File: config.mk
export PLATFORM = sky130hd
export DESIGN_NAME = mv_config
export DESIGN_NICKNAME = d
export VERILOG_FILES = /design/src/source/mv_pkg.sv /design/src/source/mv_config.sv
export VERILOG_INCLUDE_DIRS = /design/src /design/src/source
export SDC_FILE = /design/constraint.sdc
export NUM_CORES = 1
export LEC_CHECK = 0
export BUFFER_PORTS_ARGS = -buffer_cell sky130_fd_sc_hd__buf_2
export CAP_MARGIN = 10
export CORE_MARGIN = 2
export CORE_UTILIZATION = 59
export CTS_BUF_LIST = sky130_fd_sc_hd__clkbuf_8
export DETAILED_ROUTE_END_ITERATION = 10
export PLACE_DENSITY = 0.88
export SLEW_MARGIN = 20
export SYNTH_ARGS = -nofsm -noshare
export SYNTH_HDL_FRONTEND = slang
export SYNTH_SLANG_ARGS = --single-unit
File: constraint.sdc
create_clock -name clk -period 5.41 [get_ports clk]
set_input_delay 0.541 -clock clk [delete_from_list [all_inputs] [get_ports clk]]
set_output_delay 0.541 -clock clk [all_outputs]
set_load 0.03 [all_outputs]
File: src/source/mv_macros.svh
// ~~~~~~~~~~~~~~~~~~~~~~~~~~~~~~~~~~~~~~
// widths, depths and register map of the
// matrix-vector engine
// ~~~~~~~~~~~~~~~~~~~~~~~~~~~~~~~~~~~~~~
`ifndef MV_MACROS_SVH
`define MV_MACROS_SVH

`define MV_AW           10   // scratchpad word address
`define MV_CW           10   // row and column counters
`define MV_RES_DEPTH    4    // result queue, also initial credits

`define MV_REG_WBASE    6'h00
`define MV_REG_IBASE    6'h01
`define MV_REG_BBASE    6'h02
`define MV_REG_OBASE    6'h03
`define MV_REG_ILEN     6'h04
`define MV_REG_OLEN     6'h05
`define MV_REG_WSTRIDE  6'h06

`define MV_REG_RUN      6'h20
`define MV_REG_STATE    6'h21
`define MV_REG_TIME     6'h22
`define MV_REG_CHECK    6'h3F

`define MV_CHECK_WORD   32'hF0F0_F0F0

`endif

File: src/source/mv_pkg.sv
// ~~~~~~~~~~~~~~~~~~~~~~~~~~~~~~~~~~~~~~
// opcode and decode state enums
// job parameter, op and result structs
// ~~~~~~~~~~~~~~~~~~~~~~~~~~~~~~~~~~~~~~
`default_nettype none
`include "mv_macros.svh"

package mv_pkg;

    typedef enum logic [1:0] {
        OP_NONE     = 2'd0,
        OP_BIAS     = 2'd1,
        OP_MAC      = 2'd2,
        OP_MAC_LAST = 2'd3   // closes a row
    } mv_opcode_t;

    typedef enum logic [1:0] {
        ST_IDLE = 2'd0,
        ST_BIAS = 2'd1,
        ST_MAC  = 2'd2,
        ST_WAIT = 2'd3
    } mv_state_t;

    typedef struct packed {
        logic [`MV_AW-1:0] wbase;
        logic [`MV_AW-1:0] ibase;
        logic [`MV_AW-1:0] bbase;
        logic [`MV_AW-1:0] obase;
        logic [`MV_CW-1:0] ilen;     // columns
        logic [`MV_CW-1:0] olen;     // rows
        logic [`MV_CW-1:0] wstride;
    } mv_params_t;

    typedef struct packed {
        mv_opcode_t opcode;
        logic       last_row;
    } mv_op_t;

    typedef struct packed {
        logic [`MV_AW-1:0] addr;
        logic [31:0]       sum;
        logic              last_row;
    } mv_result_t;

endpackage

`default_nettype wire

File: src/source/mv_config.sv
// ~~~~~~~~~~~~~~~~~~~~~~~~~~~~~~~~~~~~~~
// host registers, run edge detect,
// status bits and cycle counter
// ~~~~~~~~~~~~~~~~~~~~~~~~~~~~~~~~~~~~~~
`timescale 1ns/1ns
`default_nettype none
`include "mv_macros.svh"

module mv_config (
    input  wire                 clk,
    input  wire                 rst,
    input  wire                 config_ena,
    input  wire  [5:0]          config_addr,
    input  wire  [31:0]         config_wdata,
    output logic [31:0]         config_rdata,
    output mv_pkg::mv_params_t  params,
    output logic                start,
    input  wire                 over_pulse
);

    logic [1:0]  run;        // [1] is last cycle's copy
    logic        running;
    logic        over;
    logic [31:0] time_cnt;

    // job parameters keep their value through reset
    always_ff @(posedge clk) begin
        if (config_ena) begin
            case (config_addr)
                `MV_REG_WBASE:   params.wbase   <= config_wdata[`MV_AW-1:0];
                `MV_REG_IBASE:   params.ibase   <= config_wdata[`MV_AW-1:0];
                `MV_REG_BBASE:   params.bbase   <= config_wdata[`MV_AW-1:0];
                `MV_REG_OBASE:   params.obase   <= config_wdata[`MV_AW-1:0];
                `MV_REG_ILEN:    params.ilen    <= config_wdata[`MV_CW-1:0];
                `MV_REG_OLEN:    params.olen    <= config_wdata[`MV_CW-1:0];
                `MV_REG_WSTRIDE: params.wstride <= config_wdata[`MV_CW-1:0];
                default: ;
            endcase
        end
    end

    always_ff @(posedge clk or posedge rst) begin
        if (rst) begin
            run <= 2'b00;
        end else begin
            run[1] <= run[0];
            if (config_ena && config_addr == `MV_REG_RUN)
                run[0] <= config_wdata[0];
        end
    end

    assign start = run[0] & ~run[1];   // 0 -> 1 only

    always_ff @(posedge clk or posedge rst) begin
        if (rst) begin
            running  <= 1'b0;
            over     <= 1'b0;
            time_cnt <= '0;
        end else if (start) begin
            running  <= 1'b1;
            over     <= 1'b0;
            time_cnt <= '0;
        end else begin
            if (over_pulse) begin
                running <= 1'b0;
                over    <= 1'b1;
            end
            if (running && time_cnt != '1)   // saturate
                time_cnt <= time_cnt + 1'b1;
        end
    end

    always_ff @(posedge clk) begin
        case (config_addr)
            `MV_REG_WBASE:   config_rdata <= 32'(params.wbase);
            `MV_REG_IBASE:   config_rdata <= 32'(params.ibase);
            `MV_REG_BBASE:   config_rdata <= 32'(params.bbase);
            `MV_REG_OBASE:   config_rdata <= 32'(params.obase);
            `MV_REG_ILEN:    config_rdata <= 32'(params.ilen);
            `MV_REG_OLEN:    config_rdata <= 32'(params.olen);
            `MV_REG_WSTRIDE: config_rdata <= 32'(params.wstride);
            `MV_REG_RUN:     config_rdata <= 32'(run[0]);
            `MV_REG_STATE:   config_rdata <= {30'd0, running, over};
            `MV_REG_TIME:    config_rdata <= time_cnt;
            `MV_REG_CHECK:   config_rdata <= `MV_CHECK_WORD;
            default:         config_rdata <= '0;
        endcase
    end

endmodule

`default_nettype wire

==> impl_metrics.ini <==
[synthesis]
synth_area_per_cell_sq_um = 12.4
yosys.area_share.xor_xnor_pct = 0.468
synth_fa_ha_area_share_pct = 0.223
synth-compound-area-share_pct = 12.2
synthArstFlopShare_pct = 26.1
syn_nets = 496
synth_area_sq_mm = 0.00561
synth_top_family_by_area = simple AND/OR/NAND/NOR gates
syn_inst = 453
synth_mux_area_share_pct = 3.72
synth_edf_count = 70
synthFlopType = edfxtp_1
synth-simple-area-share_pct = 16.2
ys_seq_area_share_pct = 64.9
ys_ff_latch = 138
yosys_warnings = 0
synthDistinctLibCells = 49

[critical_path]
r2r_start = time_cnt[2]
rr_worst_depth = 5
rrSetupSlack_ns = 3.03
required_ns = 5.49
r2r_end = time_cnt[31]
crit_path_end_kind = flip-flop
worstSetupStartpointType = input port
critPathArrivalTime_ns = 2.55
worstSetupPathType = input port to flip-flop
worst-path-max-fanout = 10

[detailed_routing]
routed_wl_mm = 14.2
drt_iter0_drc = 304
antenna_left = 0
wl_per_cell_um = 19.8
via_per_inst = 6.24
vias = 4492
drc_errors = 0
dr.pass1.iters = 5

[cells_and_area]
layout.nets = 621
layout_common_cells = buf_2, edfxtp_1, nand2_1
multiInputGateArea_sq_mm = 0.00185
area_delta_synth_final_pct = 20.0
layout.cells.non_filler = 720
n_fill_cell = 611
drive_gt1_share_pct = 29.9
mostFrequentLayoutCell = buf_2
antenna_cells = 0
final_util_pct = 72.9
seqCellArea_sq_mm = 0.00364

[clock_network]
clockRootBuffer = clkbuf_8
cts_tree = done
clk_latency_ns = 0.44
cts.repair.resized = 0
cts-buffers-inserted = 17
htreeDepth = 4
clockBufferDepth = 2
path_clk_slew_ns = 0.09
cts.sink_count = 138
postCtsSetupBuffers = 0
hold_buffers = 0

[timing]
min_period_ns = 2.47
post-route-period-util_pct = 45.7
slew_headroom_pct = 21.1
fmax_mhz = 405
hold_violations = 0
drv_slew = 0
tns_ns = 0
setup_viol = 0
worst_pin_slew_ns = 1.18
rsz0062_at_grt = false
fin_skew_ns = 0.0105

[floorplan]
io_pins = 145
die_w_um = 102
core_area_sq_mm = 0.00924
placementRows = 35
start_util_pct = 60.7
die_area_sq_mm = 0.0103
die_h_um = 102

[placed_design]
port_buffers = 122
gp_congestion = 0.856
hpwlAfterDp_mm = 9.50
placedCellCount = 688

[global_route]
grt_start_max_net_pins = 37
grt.overflow.total = 0
grt_usage_pct = 28.9
grt_pass1_wl_mm = 22.4
grt_pass1_vias = 4315
antenna_found_initial = 0

[status]
status = completed

[pwr]
power_leakage_nw = 2.89
power_density_mw_per_mm2 = 316
peakVddDrop_mv = 0.234
power_mw = 2.13

[flow_run]
maxCapViolCount = 0

[hold_path]
hold_path.class = input port to asynchronous set/reset pin
[final cells by class]
cell class / count / area share, %
tap: 129 / 2.40
multi-input combinational: 288 / 27.5
clock buffer: 17 / 3.48
clock inverter: 15 / 2.49
timing repair buffer: 128 / 9.74
sequential: 138 / 54.1
inverter: 5 / 0.279
[state kept, by name (all words and copies together) (netlist names)]
| signal | count |
|---|---|
| over | 1 |
| params | 70 |
| run | 2 |
| config_rdata | 32 |
| time_cnt | 32 |
| running | 1 |
[where the power goes]
| group | switching [mW] | internal [mW] | leakage (nW) |
|---|---|---|---|
| registers | 0.0230 | 1.12 | 1.38 |
| clock network | 0.437 | 0.419 | 0.198 |
| logic | 0.0889 | 0.0402 | 1.31 |
[routing by layer]
metal  GRT usage, %  vias to the layer above  routed length, um
met5              0                        -                  0
met4           11.7                        0                374
met3           8.97                       42               1520
met2           47.5                      290               7000
met1           35.8                     2164               5340
li1               -                     1996                  -
[metrics by stage]
| stage | setup slack (ns) | area, sq um | hold slack, ns |
|---|---|---|---|
| final | 2.94 | 6730 | 0.195 |
| after global routing | 2.86 | 6730 | 0.256 |
| after CTS | 3.04 | 6730 | 0.205 |
| after detailed placement | 2.64 | 6330 | 0.424 |
| after global placement | 2.73 | 6330 | 0.403 |
| after floorplan | 3.06 | 5610 | 0.389 |
[cell families (layout without fill, tap and decap cells)]
| logic type | after synthesis | count (layout) |
|---|---|---|
| compound gates | 101 | 101 |
| xor+xnor | 3 | 3 |
| fa+ha+maj | 1 | 1 |
| buf+inv | 27 | 165 |
| flops | 138 | 138 |
| mux | 19 | 19 |
| simple gates | 164 | 164 |
[worst max path at each step]
stage	startpoint	endpoint	slack [ns]
3_5_place_dp	config_addr[4]	params[25]	2.64
2_1_floorplan	config_addr[4]	params[20]	3.06
5_1_grt	time_cnt[18]	time_cnt[8]	2.86
3_3_place_gp	config_addr[4]	params[24]	2.73
4_1_cts	time_cnt[2]	time_cnt[31]	3.04
6_report	config_addr[4]	params[30]	2.94
[cells in the mapped netlist (13+ instances only)]
| cell | count | area share, % |
|---|---|---|
| edfxtp_1 | 70 | 37 |
| nand2_1 | 41 | 2.7 |
| dfrtp_1 | 36 | 16 |
| dfxtp_1 | 32 | 11 |
| o21ai_0 | 25 | 2.2 |
| nor2_1 | 24 | 1.6 |
| a21oi_1 | 23 | 2.1 |
| and3_1 | 17 | 1.9 |
| nand3_1 | 14 | 1.2 |
| a22oi_1 | 13 | 1.7 |
| clkbuf_1 | 13 | 0.87 |
| mux2i_1 | 13 | 2.3 |
| nand4_1 | 13 | 1.4 |
[critical path: stages]
cell and delay, ns:
buf_2 0.13, nor3_1 0.34, nand2b_1 0.34, nor2_1 0.54
and2_1 0.65
Note: power is estimated with default switching activity, not from simulation.
