**src/source/mv_macros.svh**
```systemverilog
// ~~~~~~~~~~~~~~~~~~~~~~~~~~~~~~~~~~~~~~
// widths, depths and register map of the
// matrix-vector engine
// ~~~~~~~~~~~~~~~~~~~~~~~~~~~~~~~~~~~~~~
`ifndef MV_MACROS_SVH
`define MV_MACROS_SVH

`define MV_AW           10   // scratchpad word address
`define MV_CW           10   // row and column counters
`define MV_RES_DEPTH    4    // result queue, also initial credits

`define MV_REG_WBASE    6'h00
`define MV_REG_IBASE    6'h01
`define MV_REG_BBASE    6'h02
`define MV_REG_OBASE    6'h03
`define MV_REG_ILEN     6'h04
`define MV_REG_OLEN     6'h05
`define MV_REG_WSTRIDE  6'h06

`define MV_REG_RUN      6'h20
`define MV_REG_STATE    6'h21
`define MV_REG_TIME     6'h22
`define MV_REG_CHECK    6'h3F

`define MV_CHECK_WORD   32'hF0F0_F0F0

`endif

```
**src/source/mv_pkg.sv**
```systemverilog
// ~~~~~~~~~~~~~~~~~~~~~~~~~~~~~~~~~~~~~~
// opcode and decode state enums
// job parameter, op and result structs
// ~~~~~~~~~~~~~~~~~~~~~~~~~~~~~~~~~~~~~~
`default_nettype none
`include "mv_macros.svh"

package mv_pkg;

    typedef enum logic [1:0] {
        OP_NONE     = 2'd0,
        OP_BIAS     = 2'd1,
        OP_MAC      = 2'd2,
        OP_MAC_LAST = 2'd3   // closes a row
    } mv_opcode_t;

    typedef enum logic [1:0] {
        ST_IDLE = 2'd0,
        ST_BIAS = 2'd1,
        ST_MAC  = 2'd2,
        ST_WAIT = 2'd3
    } mv_state_t;

    typedef struct packed {
        logic [`MV_AW-1:0] wbase;
        logic [`MV_AW-1:0] ibase;
        logic [`MV_AW-1:0] bbase;
        logic [`MV_AW-1:0] obase;
        logic [`MV_CW-1:0] ilen;     // columns
        logic [`MV_CW-1:0] olen;     // rows
        logic [`MV_CW-1:0] wstride;
    } mv_params_t;

    typedef struct packed {
        mv_opcode_t opcode;
        logic       last_row;
    } mv_op_t;

    typedef struct packed {
        logic [`MV_AW-1:0] addr;
        logic [31:0]       sum;
        logic              last_row;
    } mv_result_t;

endpackage

`default_nettype wire

```
**src/source/mv_result.sv**
```systemverilog
// ~~~~~~~~~~~~~~~~~~~~~~~~~~~~~~~~~~~~~~
// result queue, writeback, credit
// return and job-over pulse
// ~~~~~~~~~~~~~~~~~~~~~~~~~~~~~~~~~~~~~~
`timescale 1ns/1ns
`default_nettype none
`include "mv_macros.svh"

module mv_result (
    input  wire                 clk,
    input  wire                 rst,
    input  wire mv_pkg::mv_result_t res,
    input  wire                 res_valid,
    output logic                wr_req,
    output logic [`MV_AW-1:0]   wr_addr,
    output logic [31:0]         wr_data,
    input  wire                 wr_grant,
    output logic                credit_return,
    output logic                over_pulse
);

    localparam int PW = $clog2(`MV_RES_DEPTH);

    mv_pkg::mv_result_t queue [`MV_RES_DEPTH];
    logic [PW-1:0]      wr_ptr;
    logic [PW-1:0]      rd_ptr;
    logic [PW:0]        count;
    logic               pop;

    // no full check, decode credits keep count <= depth
    assign wr_req        = (count != '0);
    assign wr_addr       = queue[rd_ptr].addr;
    assign wr_data       = queue[rd_ptr].sum;
    assign pop           = wr_req & wr_grant;
    assign credit_return = pop;

    always_ff @(posedge clk) begin
        if (res_valid)
            queue[wr_ptr] <= res;
    end

    always_ff @(posedge clk or posedge rst) begin
        if (rst) begin
            wr_ptr     <= '0;
            rd_ptr     <= '0;
            count      <= '0;
            over_pulse <= 1'b0;
        end else begin
            if (res_valid)
                wr_ptr <= wr_ptr + 1'b1;
            if (pop)
                rd_ptr <= rd_ptr + 1'b1;
            count      <= count + (PW+1)'(res_valid) - (PW+1)'(pop);
            over_pulse <= pop && queue[rd_ptr].last_row;   // last row landed
        end
    end

endmodule

`default_nettype wire

```
**config.mk**
```make
export PLATFORM = sky130hd
export DESIGN_NAME = mv_result
export DESIGN_NICKNAME = d
export VERILOG_FILES = /design/src/source/mv_pkg.sv /design/src/source/mv_result.sv
export VERILOG_INCLUDE_DIRS = /design/src /design/src/source
export SDC_FILE = /design/constraint.sdc
export NUM_CORES = 1
export LEC_CHECK = 0
export BUFFER_PORTS_ARGS = -buffer_cell sky130_fd_sc_hd__buf_4
export CAP_MARGIN = 20
export CELL_PAD_IN_SITES_DETAIL_PLACEMENT = 0
export CELL_PAD_IN_SITES_GLOBAL_PLACEMENT = 1
export CORE_ASPECT_RATIO = 1.2
export CORE_MARGIN = 2
export CORE_UTILIZATION = 50
export DETAILED_ROUTE_END_ITERATION = 12
export GPL_TIMING_DRIVEN = 0
export PLACE_DENSITY_LB_ADDON = 0.05
export SLEW_MARGIN = 20
export SYNTH_ARGS = -nofsm -noshare
export SYNTH_HDL_FRONTEND = slang
export SYNTH_SLANG_ARGS = --single-unit
```
**constraint.sdc**
```tcl
create_clock -name clk -period 2.29 [get_ports clk]
set_input_delay 0.1145 -clock clk [delete_from_list [all_inputs] [get_ports clk]]
set_output_delay 0.1145 -clock clk [all_outputs]
set_load 0.005 [all_outputs]
```
==> flow_summary.json, run 1 <==
{
  "placed_area_um2": 7592,
  "stdcell_area_um2": 8623,
  "clk-insertion-delay-late_ns": 0.42,
  "wire_per_inst_um": 18.83,
  "cts_buffers": 17,
  "p_per_area_nw_per_um2": 1213,
  "grt_pass1_wl_um": 17430,
  "final_util_pct": 65.71,
  "clock_sinks": 180,
  "grtUsageTotal_pct": 17.01,
  "dieHeight_um": 130.7,
  "cts_resized": 0,
  "first_iter_violations": 100,
  "crit_arrival_ns": 2.40,
  "drc": 0,
  "core_area_um2": 13120,
  "crit_path_end_kind": "flip-flop",
  "worstMarginPinSlew_ns": 0.6817,
  "cts_hold_buf": 45,
  "relSlewSlack_pct": 54.55,
  "setup_viol": 0,
  "leakage_nw": 3.054,
  "hold-worst-slack_ns": 0.06163,
  "startpoint_type": "flip-flop",
  "cts_tree": "done",
  "hold_violations": 0,
  "fmax_mhz": 484.5,
  "layout-drive-gt1-share_pct": 40.47,
  "path_class": "flip-flop to flip-flop",
  "fin_tns_setup_ns": 0,
  "final_cell_mix": "edfxtp_1, buf_4, dlygate4sd3_1, mux4_2, clkbuf_16",
  "final_common_cell": "edfxtp_1",
  "ys_ff_latch": 180,
  "ant_nets": 0,
  "syn_inst": 262,
  "firstDrtPassIters": 4,
  "syn_nets": 316,
  "yosysWarnings": 0,
  "holdPathStages": 3,
  "r2r_cells": 7,
  "place_congestion": 0.6373,
  "critPathMaxFanout": 4,
  "rsz0062_at_grt": "no",
  "grt_remaining_overflow": 0,
  "fin_crit_sh_pct": 90.13,
  "ir_drop_uv": 710.0,
  "hpwl_um": 6514,
  "drt-vias-per-instance": 5.125,
  "syn_to_final_growth_pct": 28.92,
  "grt_max_degree": 44,
  "die_w_um": 109.6,
  "fin_crit_ns": 2.064,
  "io_pins": 92,
  "num_rows": 46,
  "layout.nets": 471,
  "io_buffers": 91,
  "vias": 3065,
  "path_clk_slew_ns": 0.06,
  "status": "completed",
  "syn_area_um2": 6689,
  "finClkSkew_ns": 0.007382,
  "start_util_pct": 50.97,
  "synth_cell_types": 19,
  "dieArea_um2": 14320,
  "routed_wl_um": 11260,
  "grt_pass1_vias": 3362,
  "grt_antenna_before_repair": 0,
  "place_ws_ns": 0.2390,
  "antenna_cells": 0,
  "crit_required_ns": 2.63,
  "hold_path.class": "input pin to flip-flop",
  "yosysSeqAreaShare_pct": 80.21,
  "post_cts_buffers": 0,
  "cts_root_buffer": "clkbuf_16",
  "slew_violations": 0,
  "synth_area_per_cell_um2": 25.53,
  "cap_violations": 0,
  "setup_ws_ns": 0.2259,
  "cts_buffer_depth": 2,
  "h-tree-depth": 4
}
-- stage by stage --
stage	instances	power, mW
4_1_cts	598	10.63
2_1_floorplan	262	6.360
3_3_place_gp	521	7.703
3_5_place_dp	521	7.740
5_1_grt	598	11.00
6_report	598	10.46
-- registers in the layout (all words and copies together) (netlist names) --
| signal | flops |
|---|---|
| over_pulse | 1 |
| queue | 172 |
| rd_ptr | 2 |
| wr_ptr | 2 |
| count | 3 |
-- logic make-up (layout without fill, tap and decap cells) --
logic type                 after synthesis  in the layout  share of synthesized area, %
xor gates and xnor gates                 5              5                        0.6548
AOI/OAI and AO/OA                        3              3                        0.3367
muxes                                   43             43                         14.70
DFF                                    180            180                         80.21
buffers and inverters                   17            185                         2.058
adders and majority gates                7              7                         1.422
and+or+nand+nor                          7              7                        0.6173
-- final timing paths --
check                            end  slack (ns)       from
setup / recovery            count[2]        0.23   count[1]
hold / removal             rd_ptr[1]        0.06   wr_grant
setup reg to reg            count[2]        0.23   count[1]
hold reg to reg            wr_ptr[0]        0.55  wr_ptr[0]
max in group asynchronous  wr_ptr[0]        1.85        rst
min in group asynchronous   count[0]        0.21        rst
-- cells in the mapped netlist (all sizes together) --
cell type	instances	area share, %
and2	5	0.47
buf	10	1.7
dfrtp	8	3.0
edfxtp	172	77
fa	1	0.30
ha	6	1.1
inv	7	0.39
mux4	43	15
nand2	1	0.056
o21ai	1	0.075
o311ai	1	0.13
o31a	1	0.13
or3	1	0.094
xnor2	3	0.39
xor2	2	0.26
-- power by group --
group          leakage [nW]  internal (mW)  switching, mW
logic                  1.11           1.76           1.40
registers              1.67           4.32          0.156
clock network         0.271           1.62           1.20
-- area by class of cell --
cell class              count  area [um^2]
clock buffers              19        432.9
inverters                   7        26.28
plain buffers              10        111.4
clock inverters            13        147.6
multi-input cells          65         1196
fillers                   927         4499
well taps                 168        210.2
repair buffers            136         1134
flip-flops and latches    180         5365
-- worst max-delay path: stages (launching register included) --
cell	delay [ns]
dfrtp_1	0.40
o31a_1	0.37
ha_1	0.30
inv_1	0.04
ha_1	0.18
fa_1	0.38
xnor2_1	0.19
xnor2_1	0.14
-- per-layer routing --
| layer | vias to the layer above | GRT usage, % | routed length, um |
|---|---|---|---|
| met5 | - | 0 | 0 |
| met4 | 0 | 6.701 | 158 |
| li1 | 1418 | - | - |
| met3 | 10 | 4.613 | 529 |
| met2 | 76 | 28.00 | 5854 |
| met1 | 1561 | 21.71 | 4717 |
No activity file was read; power rests on OpenSTA's default activity.
==> inputs of run 2 (changes only) <==
==> constraint.sdc (replaced) <==
create_clock -name clk -period 2.29 [get_ports clk]
set_input_delay 0 -clock clk [delete_from_list [all_inputs] [get_ports clk]]
set_output_delay 0 -clock clk [all_outputs]
set_load 0.005 [all_outputs]
==> flow_summary.json, run 2 (synthesis gave the netlist of run 1 again) <==
{
  "status": "completed",
  "cp_top_family": "adder cells",
  "intPower_mw": 7.705,
  "ir_drop_uv": 712.7,
  "dp_cells": 521,
  "cp_num_buf_inv": 1,
  "cts_hold_buf": 46,
  "ff2ff_setup_slack_ns": 0.23,
  "cts_resized": 0,
  "wire_per_inst_um": 18.79,
  "relSlewSlack_pct": 54.15,
  "vias": 3084,
  "largest_register": "queue",
  "switching_share_pct": 26.42,
  "cts_buffer_depth": 2,
  "fin_crit_ns": 2.064,
  "first_iter_violations": 101,
  "firstDrtPassIters": 6,
  "finClkSkew_ns": 0.008119,
  "grtUsageTotal_pct": 17.01,
  "path_class": "flip-flop to flip-flop",
  "drc": 0,
  "cts_buffers": 17,
  "largest_reg_flops": 172,
  "cap_violations": 0,
  "total_power_mw": 10.47,
  "layout.nets": 472,
  "h-tree-depth": 4,
  "io_pins": 92,
  "grt_remaining_overflow": 0,
  "clkPwrFrac_pct": 27.0,
  "setup_viol": 0,
  "hpwl_um": 6514,
  "clock_sinks": 180,
  "io_buffers": 91,
  "crit_chain": "o31a_1, ha_1, inv_1, ha_1, fa_1, xnor2_1, xnor2_1",
  "p_per_area_nw_per_um2": 1213,
  "place_congestion": 0.6373,
  "grt_pass1_vias": 3364,
  "fin_crit_sh_pct": 90.14,
  "r2r_end": "count[2]",
  "cts_root_buffer": "clkbuf_16",
  "crit_path_max_incr_delay_ns": 0.40,
  "comb_power_share_pct": 30.2,
  "startpoint_type": "flip-flop",
  "fin_tns_setup_ns": 0,
  "cpMaxStageDelayCell": "dfrtp_1",
  "crit_path_end_kind": "flip-flop",
  "die_w_um": 109.6,
  "start_util_pct": 50.97,
  "crit_required_ns": 2.63,
  "fmax_mhz": 484.4,
  "grt_pass1_wl_um": 17430,
  "cts_tree": "done",
  "clk-insertion-delay-late_ns": 0.42,
  "num_rows": 46,
  "final_util_pct": 65.79,
  "final_common_cell": "edfxtp_1",
  "dieHeight_um": 130.7,
  "leakage_nw": 3.058,
  "hold-worst-slack_ns": 0.09070,
  "routed_wl_um": 11260,
  "path_clk_slew_ns": 0.06,
  "slew_violations": 0,
  "syn_to_final_growth_pct": 29.07,
  "dieArea_um2": 14320,
  "crit_arrival_ns": 2.40,
  "p_sw_mw": 2.767,
  "rsz0062_at_grt": "no",
  "hold_violations": 0,
  "antenna_cells": 0,
  "instances_no_fill": 599,
  "ant_nets": 0,
  "layout-drive-gt1-share_pct": 40.37,
  "post_cts_buffers": 0,
  "critPathMaxFanout": 4,
  "drt-vias-per-instance": 5.149,
  "worstMarginPinSlew_ns": 0.6878,
  "top_regs": "queue x172, count x3",
  "core_area_um2": 13120,
  "grt_max_degree": 44,
  "grt_antenna_before_repair": 0,
  "p_seq_share_pct": 42.8,
  "hold_path.class": "input pin to async pin",
  "r2r_cells": 7,
  "final_cell_mix": "edfxtp_1, buf_4, dlygate4sd3_1, mux4_2, clkbuf_16",
  "r2r-start": "count[1]"
}
==> run 2: worst reg2reg max path: stages, from the launching register on <==
cell,delay (ns)
dfrtp_1,0.40
o31a_1,0.37
ha_1,0.30
inv_1,0.04
ha_1,0.18
fa_1,0.38
xnor2_1,0.19
xnor2_1,0.14
==> run 2: stage by stage <==
stage	setup slack [ns]	instance area, um^2
2_1_floorplan	0.2291	6689
3_3_place_gp	-0.6571	7582
3_5_place_dp	0.2390	7592
4_1_cts	0.2262	8633
5_1_grt	0.1240	8633
6_report	0.2257	8633
==> run 2: routing by layer <==
metal  track usage, %  part of all wire (%)  up-vias
met3            4.613                   3.9       10
met2            28.00                    52       69
met5                0                     0        -
met4            6.701                   1.4        0
li1                 -                     -     1420
met1            21.71                    43     1585
==> run 2: worst max path at each step <==
stage | startpoint | end | slack (ns) | depth (start not counted)
after floorplan | wr_ptr[0] | queue[2][0] | 0.23 | 3
after global placement | wr_ptr[0] | queue[0][18] | -0.66 | 3
after detailed placement | count[1] | count[2] | 0.24 | 7
after CTS | count[1] | count[2] | 0.23 | 7
after global routing | count[1] | count[2] | 0.12 | 7
final | count[1] | count[2] | 0.23 | 7
==> run 2: layout make-up <==
cell class | instances | area (um^2)
fill | 927 | 4489
clock buffer | 19 | 432.9
sequential | 180 | 5365
inverter | 7 | 26.28
timing repair buffer | 137 | 1144
tap | 168 | 210.2
clock inverter | 13 | 147.6
buffer | 10 | 111.4
multi-input combinational | 65 | 1196
==> run 2: power by group through the flow <==
stage               registers, mW  logic (mW)  clock network [mW]
floorplan                    4.51        1.85                   0
global placement             4.56        3.15                   0
detailed placement           4.56        3.18                   0
CTS                          4.49        3.26                2.88
global route                 4.54        3.46                3.01
finish                       4.48        3.16                2.83
