<file path="src/source/mv_macros.svh">
// ~~~~~~~~~~~~~~~~~~~~~~~~~~~~~~~~~~~~~~
// widths, depths and register map of the
// matrix-vector engine
// ~~~~~~~~~~~~~~~~~~~~~~~~~~~~~~~~~~~~~~
`ifndef MV_MACROS_SVH
`define MV_MACROS_SVH

`define MV_AW           10   // scratchpad word address
`define MV_CW           10   // row and column counters
`define MV_RES_DEPTH    4    // result queue, also initial credits

`define MV_REG_WBASE    6'h00
`define MV_REG_IBASE    6'h01
`define MV_REG_BBASE    6'h02
`define MV_REG_OBASE    6'h03
`define MV_REG_ILEN     6'h04
`define MV_REG_OLEN     6'h05
`define MV_REG_WSTRIDE  6'h06

`define MV_REG_RUN      6'h20
`define MV_REG_STATE    6'h21
`define MV_REG_TIME     6'h22
`define MV_REG_CHECK    6'h3F

`define MV_CHECK_WORD   32'hF0F0_F0F0

`endif

</file>
<file path="src/source/mv_pkg.sv">
// ~~~~~~~~~~~~~~~~~~~~~~~~~~~~~~~~~~~~~~
// opcode and decode state enums
// job parameter, op and result structs
// ~~~~~~~~~~~~~~~~~~~~~~~~~~~~~~~~~~~~~~
`default_nettype none
`include "mv_macros.svh"

package mv_pkg;

    typedef enum logic [1:0] {
        OP_NONE     = 2'd0,
        OP_BIAS     = 2'd1,
        OP_MAC      = 2'd2,
        OP_MAC_LAST = 2'd3   // closes a row
    } mv_opcode_t;

    typedef enum logic [1:0] {
        ST_IDLE = 2'd0,
        ST_BIAS = 2'd1,
        ST_MAC  = 2'd2,
        ST_WAIT = 2'd3
    } mv_state_t;

    typedef struct packed {
        logic [`MV_AW-1:0] wbase;
        logic [`MV_AW-1:0] ibase;
        logic [`MV_AW-1:0] bbase;
        logic [`MV_AW-1:0] obase;
        logic [`MV_CW-1:0] ilen;     // columns
        logic [`MV_CW-1:0] olen;     // rows
        logic [`MV_CW-1:0] wstride;
    } mv_params_t;

    typedef struct packed {
        mv_opcode_t opcode;
        logic       last_row;
    } mv_op_t;

    typedef struct packed {
        logic [`MV_AW-1:0] addr;
        logic [31:0]       sum;
        logic              last_row;
    } mv_result_t;

endpackage

`default_nettype wire

</file>
<file path="src/source/mv_execute.sv">
// ~~~~~~~~~~~~~~~~~~~~~~~~~~~~~~~~~~~~~~
// signed multiply-accumulate, one
// result per row
// ~~~~~~~~~~~~~~~~~~~~~~~~~~~~~~~~~~~~~~
`timescale 1ns/1ns
`default_nettype none
`include "mv_macros.svh"

module mv_execute (
    input  wire                 clk,
    input  wire                 rst,
    input  wire mv_pkg::mv_op_t op,
    input  wire                 op_valid,
    input  wire  [31:0]         rd_data_a,
    input  wire  [31:0]         rd_data_b,
    input  wire  [`MV_AW-1:0]   obase,
    output mv_pkg::mv_result_t  res,
    output logic                res_valid
);

    logic signed [31:0] product;
    logic [31:0]        acc;
    logic [31:0]        acc_next;
    logic [`MV_AW-1:0]  row_addr;   // output word of current row
    logic               in_job;

    assign product  = $signed(rd_data_a[15:0]) * $signed(rd_data_b[15:0]);
    assign acc_next = acc + $unsigned(product);   // wraps at 32 bits

    always_ff @(posedge clk or posedge rst) begin
        if (rst) begin
            res_valid <= 1'b0;
            in_job    <= 1'b0;
        end else begin
            res_valid <= op_valid && op.opcode == mv_pkg::OP_MAC_LAST;
            if (op_valid && op.opcode == mv_pkg::OP_BIAS)
                in_job <= 1'b1;
            else if (op_valid && op.opcode == mv_pkg::OP_MAC_LAST && op.last_row)
                in_job <= 1'b0;
        end
    end

    always_ff @(posedge clk) begin
        if (op_valid) begin
            case (op.opcode)
                mv_pkg::OP_BIAS: begin
                    acc <= rd_data_a;
                    if (!in_job)
                        row_addr <= obase;   // first row of a job
                end
                mv_pkg::OP_MAC: acc <= acc_next;
                mv_pkg::OP_MAC_LAST: begin
                    res.addr     <= row_addr;
                    res.sum      <= acc_next;
                    res.last_row <= op.last_row;
                    row_addr     <= row_addr + 1'b1;
                end
                default: ;
            endcase
        end
    end

endmodule

`default_nettype wire

</file>
<file path="config.mk">
export PLATFORM = sky130hd
export DESIGN_NAME = mv_execute
export DESIGN_NICKNAME = d
export VERILOG_FILES = /design/src/source/mv_pkg.sv /design/src/source/mv_execute.sv
export VERILOG_INCLUDE_DIRS = /design/src /design/src/source
export SDC_FILE = /design/constraint.sdc
export NUM_CORES = 1
export LEC_CHECK = 0
export BUFFER_PORTS_ARGS = -buffer_cell sky130_fd_sc_hd__buf_2
export CAP_MARGIN = 20
export CORE_UTILIZATION = 40
export DETAILED_ROUTE_END_ITERATION = 8
export GPL_ROUTABILITY_DRIVEN = 0
export HOLD_SLACK_MARGIN = 0.02
export PLACE_DENSITY_LB_ADDON = 0.1
export RECOVER_POWER = 100
export SYNTH_ARGS = -nofsm -noshare
export SYNTH_HDL_FRONTEND = slang
export SYNTH_SLANG_ARGS = --single-unit
</file>
<file path="constraint.sdc">
create_clock -name clk -period 5 [get_ports clk]
set_input_delay 0.75 -clock clk [delete_from_list [all_inputs] [get_ports clk]]
set_output_delay 0.75 -clock clk [all_outputs]
set_load 0.03 [all_outputs]
</file>
==> results.toml, run 1 <==
[status]
status = "finished with violations"
violations = "capacitance limit, slew limit, setup timing"

[setup_path]
crit_buf_inv = 5
worst-path-max-fanout = 5
worstPathArrival_ns = 6.09
r2r_slack_ns = -0.21
worstPathRequired_ns = 5.09
worstSetupStartpoint = "rd_data_a[12]"
rr_worst_depth = 18
timing.rr.start = "acc[15]$_DFFE_PP_"
cp_cell_sequence = "buf_12 -> and2_4 -> fa_1 -> inv_1 -> fa_1 -> fa_1 -> inv_2 -> fa_1 -> fa_1 -> inv_2 -> fa_1 -> inv_2 -> ha_4 -> a2111oi_4 -> o211ai_1 -> a22o_1 -> a21o_4 -> a31o_4 -> a21boi_4 -> nor4b_1 -> or3_1"
start_kind = "input pin"
cp.depth = 21
crit_top_cell = "fa_1"
crit_family = "adder cells"
cp_slowest_stage_delay_ns = 0.53
endpoint_kind = "register"
critical_path_class = "in2reg"
cp_slowest_cell = "fa_1"

[route]
drt_iter0_drc = 323
wl_per_cell_um = 17.5
via_per_inst = 4.76
ant_nets = 0
drc = 0
vias = 10168
finalWirelength_mm = 37.3
firstDrtPassIters = 5

[final_layout]
n_antenna_cell = 0
fin_cells = 2136
nFillCells = 3177
syn2layout_area_growth_pct = 33.5
multi_input_area_um2 = 11300
final_common_cell = "inv_1"
layout.nets = 2150
drive_gt1_share_pct = 33.6
fin_util_pct = 54.5
layout_common_cells = "inv_1 (295), fa_1 (269), buf_4 (172)"
register_area_um2 = 2600

[cts]
h-tree-depth = 3
numCtsBuffers = 9
clockBufferDepth = 2
clockRootBuffer = "clkbuf_16"
cts.sinks = 87
clkLatencyLatePin_ns = 0.34
cts_tree = "yes"
clkTransAtPathRegs_ns = 0.07

[synthesis]
synth_fa_ha_area_share_pct = 50.3
synth_edf_count = 85
synthXorXnorAreaFrac_pct = 2.97
synth_top_area_share_pct = 41.2
synth_fp_nets = 1833
synth.distinct_cells = 50
yosysTopAreaCell = "fa_1"
syn_area_um2 = 14200
yosysSeqAreaShare_pct = 18.4
synth_compound_area_share_pct = 4.48
synth-main-ff-cell = "edfxtp_1"
syn_area_per_cell_um2 = 10.4
synthMuxAreaShare_pct = 2.37
yosys.area_share.simple_pct = 11.5
ys.warnings.count = 0
synth_top_family_by_area = "adder cells"
ys_ff_latch = 87
async_flop_share_pct = 2.30
synth.area.top_cells = "fa_1 (41%), edfxtp_1 (18%), inv_1 (9.1%), ha_1 (9.0%), and2_1 (5.4%)"
netlist_instances = 1359

[global_routing]
grt_max_degree = 37
gr-total-overflow = 0
grt_first_pass_wirelength_mm = 59.9
grt_usage_pct = 21.7
antenna_found_initial = 0
grt_pass1_vias = 11335

[sta]
hold_ws_ns = 0.243
fmax_mhz = 167
rsz0062_at_grt = "true"
min_period_ns = 6.00
setup_ws_ns = -1.00
finalSetupViolations = 49
drv_slew = 56
finalClockSkew_ns = 0.00921
finalCritPeriodShare_pct = 120
worst_pin_slew_ns = 3.34
finalHoldViolCount = 0
slew_headroom_pct = -123

[job]
cap_violations = 2

[place]
port_buffers = 107
hpwl_mm = 30.8
dp.cells = 2063

[floorplan]
fp.dieW_um = 190
start_util_pct = 40.8
die_area_um2 = 36200
top_level_ports = 124
rows = 68
fp.dieH_um = 190
core_area_um2 = 34700

[worst_hold_path]
hold_class = "in2async"
## worst reg2reg max path: stages (launching register included)
cell       delay (ns)
edfxtp_1         0.32
inv_1            0.06
fa_1             0.53
inv_1            0.06
fa_1             0.42
fa_1             0.52
fa_1             0.56
inv_2            0.04
fa_1             0.50
inv_2            0.05
ha_4             0.17
a2111oi_4        0.33
o211ai_1         0.14
a22o_1           0.24
a21o_4           0.21
a31o_4           0.25
a21boi_4         0.15
nor4b_1          0.07
or3_1            0.34
## flip-flops by register name, summed over array words and instances (netlist names)
name / flops
res_valid: 1
acc: 32
row_addr: 10
in_job: 1
res: 43
## path summary, 6_finish.rpt
check | to
max | acc[30]$_DFFE_PP_
min | res_valid$_DFF_PP0_
max reg2reg | acc[30]$_DFFE_PP_
min reg2reg | res[42]$_DFFE_PP_
max in group asynchronous | in_job$_DFFE_PP0P_
min in group clk | res[42]$_DFFE_PP_
## cell type report
type	count	share of cell area, %
clock buffers	11	1.23
clock inverters	5	0.350
inverters	342	6.81
multi-input cells	890	59.5
flip-flops and latches	87	13.8
well taps	455	3.01
repair buffers	346	15.4
## synthesized netlist by cell type (2+ instances only)
cell type and count:
a31o_2 2, a211oi_1 2, nand4_1 2, nand2b_1 7
edfxtp_1 85, a211o_1 2, nor2b_1 4, mux2_2 29
dfrtp_1 2, nor3_1 2, a31oi_1 6, inv_1 342
nand2_1 136, nor2_1 31, nand3_1 8, xor2_1 17
buf_1 3, and3_1 5, or2_2 2, o31a_1 2
clkbuf_1 37, and4_1 2, ha_1 102, o21bai_1 4
o211ai_1 3, a21o_1 7, a21oi_1 31, fa_1 292
a22o_1 3, o221ai_1 3, and2_1 123, xnor2_1 31
o21a_1 3, o21ai_0 13
## through the flow
step                setup slack [ns]  setup TNS [ns]  cell area (um^2)
global route                   -1.18          -42.71             18900
global placement               -1.56          -57.59             16800
finish                         -1.00          -33.96             18900
floorplan                      -1.22          -29.37             14600
CTS                            -1.01          -30.88             18300
detailed placement             -1.63          -57.49             16800
## cells by family (layout without fill, tap and decap cells)
logic type      after synthesis  after routing
mux                          30             30
buf+inv                     382            704
simple gates                326            326
compound gates               92             92
flops                        87             87
xor+xnor                     48             48
fa+ha+maj                   394            394
## per-layer routing
metal | vias to the layer above | GRT usage, % | part of all wire, %
met3 | 26 | 2.36 | 2.3
met5 | - | 0 | 0
met4 | 0 | 4.62 | 1.7
met2 | 141 | 39.3 | 53
met1 | 5283 | 28.0 | 43
li1 | 4718 | - | -
## timing repair
action / 4_1_cts / 5_1_grt
pin swaps: 116 / 100
setup endpoints to repair: 48 / 50
gates resized for setup: 246 / 135
endpoints found under the hold margin: 0 / 0
buffers inserted: 39 / 33
hold buffers: 0 / 0
cloned: 2 / 1
Power of run 1 is not shown: default switching activity piles up to over one toggle a cycle in this logic, so the estimate is an artifact.
==> run 2: changes to the inputs <==
--- a/config.mk
+++ b/config.mk
@@ -6,6 +6,7 @@
 export SDC_FILE = /design/constraint.sdc
 export NUM_CORES = 1
 export LEC_CHECK = 0
+export ABC_AREA = 1
 export BUFFER_PORTS_ARGS = -buffer_cell sky130_fd_sc_hd__buf_2
 export CAP_MARGIN = 20
 export CORE_UTILIZATION = 40
==> run 2 against run 1 <==
The run still ends with capacitance limit, slew limit, setup timing left. Via count grew 15%. Sequential cell count unchanged. Critical path depth up 2. First-iteration DRC count increased by 55%. Non-clock buffer count shrank 25. Global-route usage rose by 0.84 points. Utilization decreased by 0.97 points. Count of clock-buffer cells in the layout decreased by 2. Wire length grew 11%. Design area rose by 3.8%. Synthesized area is 5.7% higher. Clock skew about the same.
==> results.toml, run 2 <==
[synthesis]
synth_edf_count = 85
syn_area_um2 = 15000
synth.most_common_cell = "inv_1"
synth_top_area_share_pct = 39.0
ys_ff_latch = 87
synth_common_cells = "inv_1 (507), nand2_1 (449), fa_1 (292), ha_1 (102), edfxtp_1 (85)"
async_flop_share_pct = 2.30
synth_fp_nets = 2226
ys.warnings.count = 0
yosysTopAreaCell = "fa_1"
yosysSeqAreaShare_pct = 17.4
synth.area.top_cells = "fa_1 (39%), edfxtp_1 (17%), inv_1 (13%), nand2_1 (11%), ha_1 (8.5%)"
synth-main-ff-cell = "edfxtp_1"
synth.distinct_cells = 42
netlist_instances = 1752
syn_area_per_cell_um2 = 8.55

[final_layout]
layout.nets = 2486
syn2layout_area_growth_pct = 31.2
drive_gt1_share_pct = 29.1
n_antenna_cell = 0
final_common_cell = "inv_1"
layout_common_cells = "inv_1 (442), nand2_1 (390), fa_1 (277)"
reg_top3 = "res (43), acc (32), row_addr (10)"
nFillCells = 3436
top_register = "res"
fin_cells = 2485
largest_reg_flops = 43

[cts]
hold_buffers = 0
h-tree-depth = 3
clkLatencyLatePin_ns = 0.36
cts_tree = "yes"
clkTransAtPathRegs_ns = 0.07
clockRootBuffer = "clkbuf_16"
numCtsBuffers = 9
cts.sinks = 87
clockBufferDepth = 2

[sta]
rsz0062_at_grt = "true"
setup_ws_ns = -0.637
finalClockSkew_ns = 0.00930
min_period_ns = 5.64
finalCritPeriodShare_pct = 113
drv_slew = 48
slew_headroom_pct = -40.5
finalSetupViolations = 45
fmax_mhz = 177
worst_pin_slew_ns = 2.11
finalHoldViolCount = 0

[global_routing]
grt_max_degree = 46
antenna_found_initial = 0
gr-total-overflow = 0
grt_first_pass_wirelength_mm = 66.4
grt_usage_pct = 22.6
grt_pass1_vias = 12420

[floorplan]
start_util_pct = 40.8
die_area_um2 = 38200
fp.dieW_um = 196
fp.dieH_um = 196
core_area_um2 = 36700
rows = 70
top_level_ports = 124

[setup_path]
cp_cell_sequence = "buf_12 -> nand2_4 -> inv_4 -> fa_2 -> inv_2 -> fa_2 -> clkinv_4 -> buf_6 -> fa_2 -> fa_1 -> fa_1 -> inv_1 -> fa_1 -> inv_2 -> ha_4 -> buf_4 -> a21oi_2 -> o21ai_2 -> a21oi_2 -> nand3_2 -> inv_2 -> nand2_2 -> and2_4"
worstPathArrival_ns = 5.76
crit_family = "adder cells"
cp_slowest_cell = "fa_2"
start_kind = "input pin"
r2r_slack_ns = 0.38
worstPathRequired_ns = 5.12
crit_buf_inv = 9
worst-path-max-fanout = 7
endpoint_kind = "register"
critical_path_class = "in2reg"
cp_slowest_stage_delay_ns = 0.63

[place]
hpwl_mm = 34.8
port_buffers = 107
dp.cells = 2424

[status]
status = "finished with violations"
violations = "capacitance limit, slew limit, setup timing"

[route]
drc = 0
finalWirelength_mm = 41.4
via_per_inst = 4.69
ant_nets = 0
vias = 11644
drt_iter0_drc = 502
firstDrtPassIters = 5
wl_per_cell_um = 16.6

[worst_hold_path]
hold_class = "in2async"

[job]
cap_violations = 2
[run 2: cell count changes after synthesis, sizes merged, moves of 7 or more]
cell and delta:
nor2 +24, nand2 +320, a21oi +8, a21o -7, o21ai +16, clkbuf +31
inv +168, nand2b -7, nand4 +9, mux2 -29, xnor2 -23, and2 -113
nand3 +25
[run 2: kinds of logic (layout without fill, tap and decap cells)]
group / Yosys count / after routing / synth area share (%)
xor gates and xnor gates: 24 / 24 / 1.55
and+or+nand+nor: 579 / 579 / 15.7
adders and majority gates: 394 / 394 / 47.5
DFF: 87 / 87 / 17.4
AOI/OAI and AO/OA: 86 / 86 / 3.26
buffers and inverters: 582 / 847 / 14.6
[run 2: worst paths after layout]
| path | end | from | cells after the start |
|---|---|---|---|
| max reg2reg | res[25]$_DFFE_PP_ | acc[15]$_DFFE_PP_ | 18 |
| min in group clk | res[42]$_DFFE_PP_ | row_addr[9]$_DFFE_PP_ | 0 |
| max in group asynchronous | in_job$_DFFE_PP0P_ | rst | 2 |
| min reg2reg | res[42]$_DFFE_PP_ | row_addr[9]$_DFFE_PP_ | 0 |
| max | res[32]$_DFFE_PP_ | rd_data_a[15] | 23 |
| min | res_valid$_DFF_PP0_ | rst | 2 |
[run 2: per-stage QoR]
stage                     utilization (%)  setup slack, ns  hold slack (ns)  instance area, um^2  setup TNS, ns
after global placement               48.1            -1.21            0.471                17700         -45.33
after floorplan                         -           -0.757            0.448                15900         -20.52
after CTS                            51.6           -0.583            0.219                19000         -19.06
after global routing                 53.6           -0.827            0.240                19700         -26.62
after detailed placement             48.2            -1.22            0.468                17700         -46.56
final                                53.6           -0.637            0.230                19700         -19.44
[run 2: cell type report]
type	count	area [um^2]	area share [%]
inverters	510	1920	9.79
clock inverters	7	103	0.522
repair buffers	321	2640	13.4
flip-flops and latches	87	2600	13.2
well taps	468	586	2.98
clock buffers	9	225	1.15
multi-input cells	1083	11600	58.9
[run 2: repair_timing]
| action | in CTS | in global routing |
|---|---|---|
| buffers inserted | 20 | 25 |
| cloned | 0 | 3 |
| pin swaps | 77 | 124 |
| endpoints found under the setup margin | 48 | 48 |
| endpoints found under the hold margin | 0 | 0 |
| gates resized for setup | 213 | 164 |
[run 2: layer usage]
layer	GRT usage (%)	routed length [um]	vias up
met5	0	0	-
met4	5.02	826	0
met3	1.54	1190	42
met2	37.0	19800	205
met1	32.8	19600	5830
li1	-	-	5567
Power of run 2 is left out for the same reason.
